===== src/pipe_macros.svh =====
`ifndef PIPE_MACROS_SVH
`define PIPE_MACROS_SVH

// integer datapath width
`define XLEN 64

// byte address bits decoded by the data RAM (1 KiB)
`define DRAM_ADDR_BITS 10

// architectural register count, x0 included
`define NUM_REGS 32

// instruction word width
`define INST_BITS 32

// register index width
`define REG_IDX_BITS 5

`endif


===== src/pipe_pkg.sv =====
`include "pipe_macros.svh"

package pipe_pkg;

    typedef logic [`XLEN-1:0]         xlen_t;    // data or address word
    typedef logic [`INST_BITS-1:0]    inst_t;
    typedef logic [`REG_IDX_BITS-1:0] reg_idx_t;

    // load func3, stores use bits [1:0] only
    typedef enum logic [2:0] {
        LB  = 3'b000,
        LH  = 3'b001,
        LW  = 3'b010,
        LD  = 3'b011,
        LBU = 3'b100,
        LHU = 3'b101,
        LWU = 3'b110
    } mem_func3_e;

    // source of the register write value
    typedef enum logic [1:0] {
        SEL_ALU  = 2'd0,
        SEL_LOAD = 2'd1,
        SEL_PC4  = 2'd2
    } wreg_sel_e;

    typedef struct packed {
        inst_t      inst;
        xlen_t      pc;
        xlen_t      alu_result;    // memory address for loads and stores
        xlen_t      src2;          // store data
        logic       mem_ren;
        logic       mem_wen;
        mem_func3_e func3;
        wreg_sel_e  wreg_sel;
        logic       reg_wen;
        reg_idx_t   rd;
    } ex_to_mem_t;

    typedef struct packed {
        inst_t     inst;
        xlen_t     pc;
        logic      reg_wen;
        reg_idx_t  rd;
        wreg_sel_e wreg_sel;
        xlen_t     rdata;          // extended load value
        xlen_t     alu_result;
    } mem_to_wb_t;

    typedef struct packed {
        logic     wen;
        reg_idx_t rd;
        xlen_t    wdata;
    } reg_wr_t;

    // one retired instruction
    typedef struct packed {
        xlen_t   pc;
        inst_t   inst;
        reg_wr_t reg_wr;
    } commit_t;

endpackage


===== src/wb_stage.sv =====
`timescale 1ns/100ps

module wb_stage (
    input  logic                 clk,
    input  logic                 rst,
    // allowin chain
    output logic                 ws_allowin,
    // from memory stage
    input  logic                 ms_to_ws_valid,
    input  pipe_pkg::mem_to_wb_t ms_to_ws_bus,
    // to register file
    output pipe_pkg::reg_wr_t    reg_wr,
    // retirement report
    output logic                 commit_valid,
    output pipe_pkg::commit_t    commit
);
    import pipe_pkg::*;

    logic       ws_valid;
    mem_to_wb_t ws_bus;
    logic       ws_ready_go;
    xlen_t      ws_wdata;

    assign ws_ready_go = 1'b1;    // retire in one cycle
    assign ws_allowin  = !ws_valid || ws_ready_go;

    always_ff @(posedge clk) begin
        if (rst) begin
            ws_valid <= 1'b0;
        end else if (ws_allowin) begin
            ws_valid <= ms_to_ws_valid;
        end
    end

    always_ff @(posedge clk) begin
        if (ms_to_ws_valid && ws_allowin) begin
            ws_bus <= ms_to_ws_bus;
        end
    end

    always_comb begin
        case (ws_bus.wreg_sel)
            SEL_LOAD: ws_wdata = ws_bus.rdata;
            SEL_PC4:  ws_wdata = ws_bus.pc + xlen_t'(4);    // link address
            default:  ws_wdata = ws_bus.alu_result;
        endcase
    end

    // x0 writes are dropped here
    assign reg_wr.wen   = ws_valid && ws_bus.reg_wen && (ws_bus.rd != '0);
    assign reg_wr.rd    = ws_bus.rd;
    assign reg_wr.wdata = ws_wdata;

    assign commit_valid = ws_valid && ws_ready_go;

    always_comb begin
        commit.pc     = ws_bus.pc;
        commit.inst   = ws_bus.inst;
        commit.reg_wr = reg_wr;
    end

endmodule


===== config.mk =====
export PLATFORM = sky130hd
export DESIGN_NAME = wb_stage
export DESIGN_NICKNAME = d
export VERILOG_FILES = /design/src/pipe_pkg.sv /design/src/wb_stage.sv
export VERILOG_INCLUDE_DIRS = /design/src /design/src/src
export SDC_FILE = /design/constraint.sdc
export NUM_CORES = 1
export LEC_CHECK = 0
export ABC_AREA = 0
export ABC_CLOCK_PERIOD_IN_PS = 2200
export BUFFER_PORTS_ARGS = -buffer_cell sky130_fd_sc_hd__buf_2
export CAP_MARGIN = 20
export CORE_AREA = 2 2 182 184
export CTS_BUF_LIST = sky130_fd_sc_hd__clkbuf_8
export DETAILED_ROUTE_END_ITERATION = 8
export DIE_AREA = 0 0 184 186
export PLACE_DENSITY = 0.66
export RECOVER_POWER = 50
export SYNTH_ARGS = -nofsm -noshare
export SYNTH_HDL_FRONTEND = slang
export SYNTH_SLANG_ARGS = --single-unit
export TNS_END_PERCENT = 5

===== constraint.sdc =====
create_clock -name clk -period 2.2 [get_ports clk]
set_input_delay 0.11 -clock clk [delete_from_list [all_inputs] [get_ports clk]]
set_output_delay 0.11 -clock clk [all_outputs]
set_load 0.02 [all_outputs]

==> flow_metrics.tcl <==
set metrics [dict create \
    slew_violations 56 \
    synth_fp_nets 1030 \
    synth-seq-cells 233 \
    gp_congestion 0.7958 \
    dr_wl_met2_um 20840 \
    setup_viol_count_final 114 \
    core-area_um2 32210 \
    wl_met3_um 2703 \
    fp.dieH_um 186 \
    final_cell_mix "buf_2 (386), dlygate4sd3_1 (234), edfxtp_1 (232)" \
    top_layer_used "met5" \
    ant_nets 0 \
    grt_pass1_wl_um 56560 \
    status "finished with violations" \
    root_buffer "clkbuf_8" \
    nFillCells 2616 \
    dr.pass1.iters 5 \
    crit_type "register to output port" \
    syn-mean-instance-area_um2 13.44 \
    hold_class "primary input to register" \
    p_leak_uw 0.007112 \
    drcViolationCount 0 \
    hold_viol 0 \
    postLayoutCoreUtil_pct 52.83 \
    max_freq_mhz 342.2 \
    clock_path_buffers 3 \
    placed_cell_area_um2 13190 \
    dp_hpwl_um 26410 \
    finalSetupTns_ps -54910 \
    max_slew_margin_pct -15.84 \
    hold_path_end "commit[140]" \
    fin_nets 1718 \
    synth_edf_count 232 \
    yosys_warnings 0 \
    gr-usage-all-layers_pct 22.32 \
    num_io_pins 473 \
    drt_iter0_markers 568 \
    grt_pass1_vias 9636 \
    row_count 66 \
    hold_start "ms_to_ws_bus[174]" \
    grt_start_max_net_pins 59 \
    critPathArrivalTime_ps 2810 \
    cts.sinks 233 \
    vias 9222 \
    worstPathRequired_ps 2090 \
    path_clk_slew_ps 60 \
    hold_ws_ps 261.9 \
    period_share_pct 132.8 \
    synthArstFlopShare_pct 0 \
    seq_area_um2 6987 \
    cts_made_buffers 41 \
    vdd_ir_drop_max_uv 640.6 \
    wl_um 40880 \
    synthCells 792 \
    critPathMaxFanout 6 \
    powerDensity_nw_per_um2 728.2 \
    ys_dominant_reg_cell "edfxtp_1" \
    netlist_area_um2 10650 \
    area_growth_pct 59.79 \
    drive_gt1_share_pct 48.64 \
    violations "capacitance limit, slew limit, setup timing" \
    die_w_um 184 \
    htreeDepth 2 \
    setup_ws_ps -721.9 \
    yosysUniqueCellTypes 36 \
    end_kind "output port" \
    io_buffers 471 \
    tritoncts "built" \
    wl_per_cell_um 21.38 \
    fin_crit_ps 2922 \
    start_util_pct 33.06 \
    tightest_slew_ps 1738 \
    design.die.area_um2 34220 \
    overflow 0 \
    drv_cap 1 \
    rsz0062_at_grt "true" \
    multi_input_area_um2 2771 \
    yosysSeqAreaShare_pct 65.62 \
    hold_path_depth 2 \
    antenna_found_initial 2 \
    vias_per_cell 4.823 \
    final_common_cell "buf_2" \
    critPathLaunchType "register" \
    wl_met1_um 15990 \
    postLayoutCellArea_um2 17010 \
]
[flip-flops by register name, indices dropped and copies added, names as in the netlist]
register / flops
commit: 101
ws_bus: 131
commit_valid: 1
[cells in the mapped netlist, types with 5 or more instances]
library cell  number  area share [%]
xnor2_1           43             3.5
inv_1             17            0.60
xor2_1            17             1.4
o21ai_0           41             1.9
nand4_1           20             1.2
nand2_1           45             1.6
nor3_1            11            0.52
and2_1             5            0.29
a22oi_1           54             3.8
a221oi_1           6            0.49
a21oi_1            6            0.28
buf_4            172              12
nand3_1           19            0.89
nor2_1            15            0.53
nor4_1            15            0.88
edfxtp_1         232              65
o21ai_1           13            0.61
and3_1             7            0.41
clkbuf_1          22            0.78
[what timing repair did]
item / in CTS / in global routing
resized for setup: 82 / 115
hold buffers: 234 / 0
hold endpoints to repair: 255 / 0
endpoints found under the setup margin: 128 / 128
buffers inserted: 9 / 5
pin swaps: 12 / 17
[critical path, cell delays in order, from the launching register on]
cell and delay, ps:
edfxtp_1 370, ha_1 180, nand4_1 210, nor4_4 180
buf_4 190, nand4_1 100, buf_4 190, nor4_2 360
xnor2_1 120, o21ai_2 140, buf_2 190
[metrics by stage]
step,instances,setup slack [ps],power (uW)
2_1_floorplan,792,-194.5,7255
3_3_place_gp,1597,-281.5,8099
3_5_place_dp,1597,-318.2,8138
4_1_cts,1906,-740.4,12210
5_1_grt,1912,-868.6,12860
6_report,1912,-721.9,12390
[power by group]
group / total (uW) / switching [uW] / leakage (uW) / internal (uW)
clock network: 3650 / 1810 / 0.000387 / 1840
registers: 5470 / 180 / 0.00228 / 5290
logic: 3270 / 1900 / 0.00445 / 1370
total: 12400 / 3890 / 0.00711 / 8500
[worst max-delay path by stage]
stage                     start          to  depth (start not counted)
finish              commit[104]  reg_wr[60]                         10
global route        commit[104]  reg_wr[60]                         10
global placement    commit[126]  reg_wr[53]                          8
detailed placement  commit[126]  commit[53]                          8
CTS                 commit[104]  reg_wr[62]                         10
floorplan           commit[104]  reg_wr[18]                          8
[final cells by class]
cell class,count,share of cell area (%)
inverter,17,0.3751
antenna,1,0.01471
clock buffer,41,3.317
multi-input combinational,346,16.29
tap,408,3.000
clock inverter,25,0.8089
timing repair buffer,841,35.13
sequential,233,41.06
[routing by layer]
layer / global-route usage, % / up-vias
met4: 8.256 / 2
met5: 0 / -
li1: - / 4159
met3: 4.774 / 108
met1: 26.69 / 4473
met2: 39.52 / 480
[cells by family (layout without fill, tap and decap cells)]
group                      count (synthesis)  in the layout  share of synthesized area, %
DFF                                      233            233                         65.62
other                                      1              2                       0.03522
and+or+nand+nor                          157            157                         7.932
adders and majority gates                  3              3                        0.3526
xor gates and xnor gates                  60             60                         4.935
buffers and inverters                    213            924                         13.58
AOI/OAI and AO/OA                        125            125                         7.544
Power figures use the tool's default switching activity.
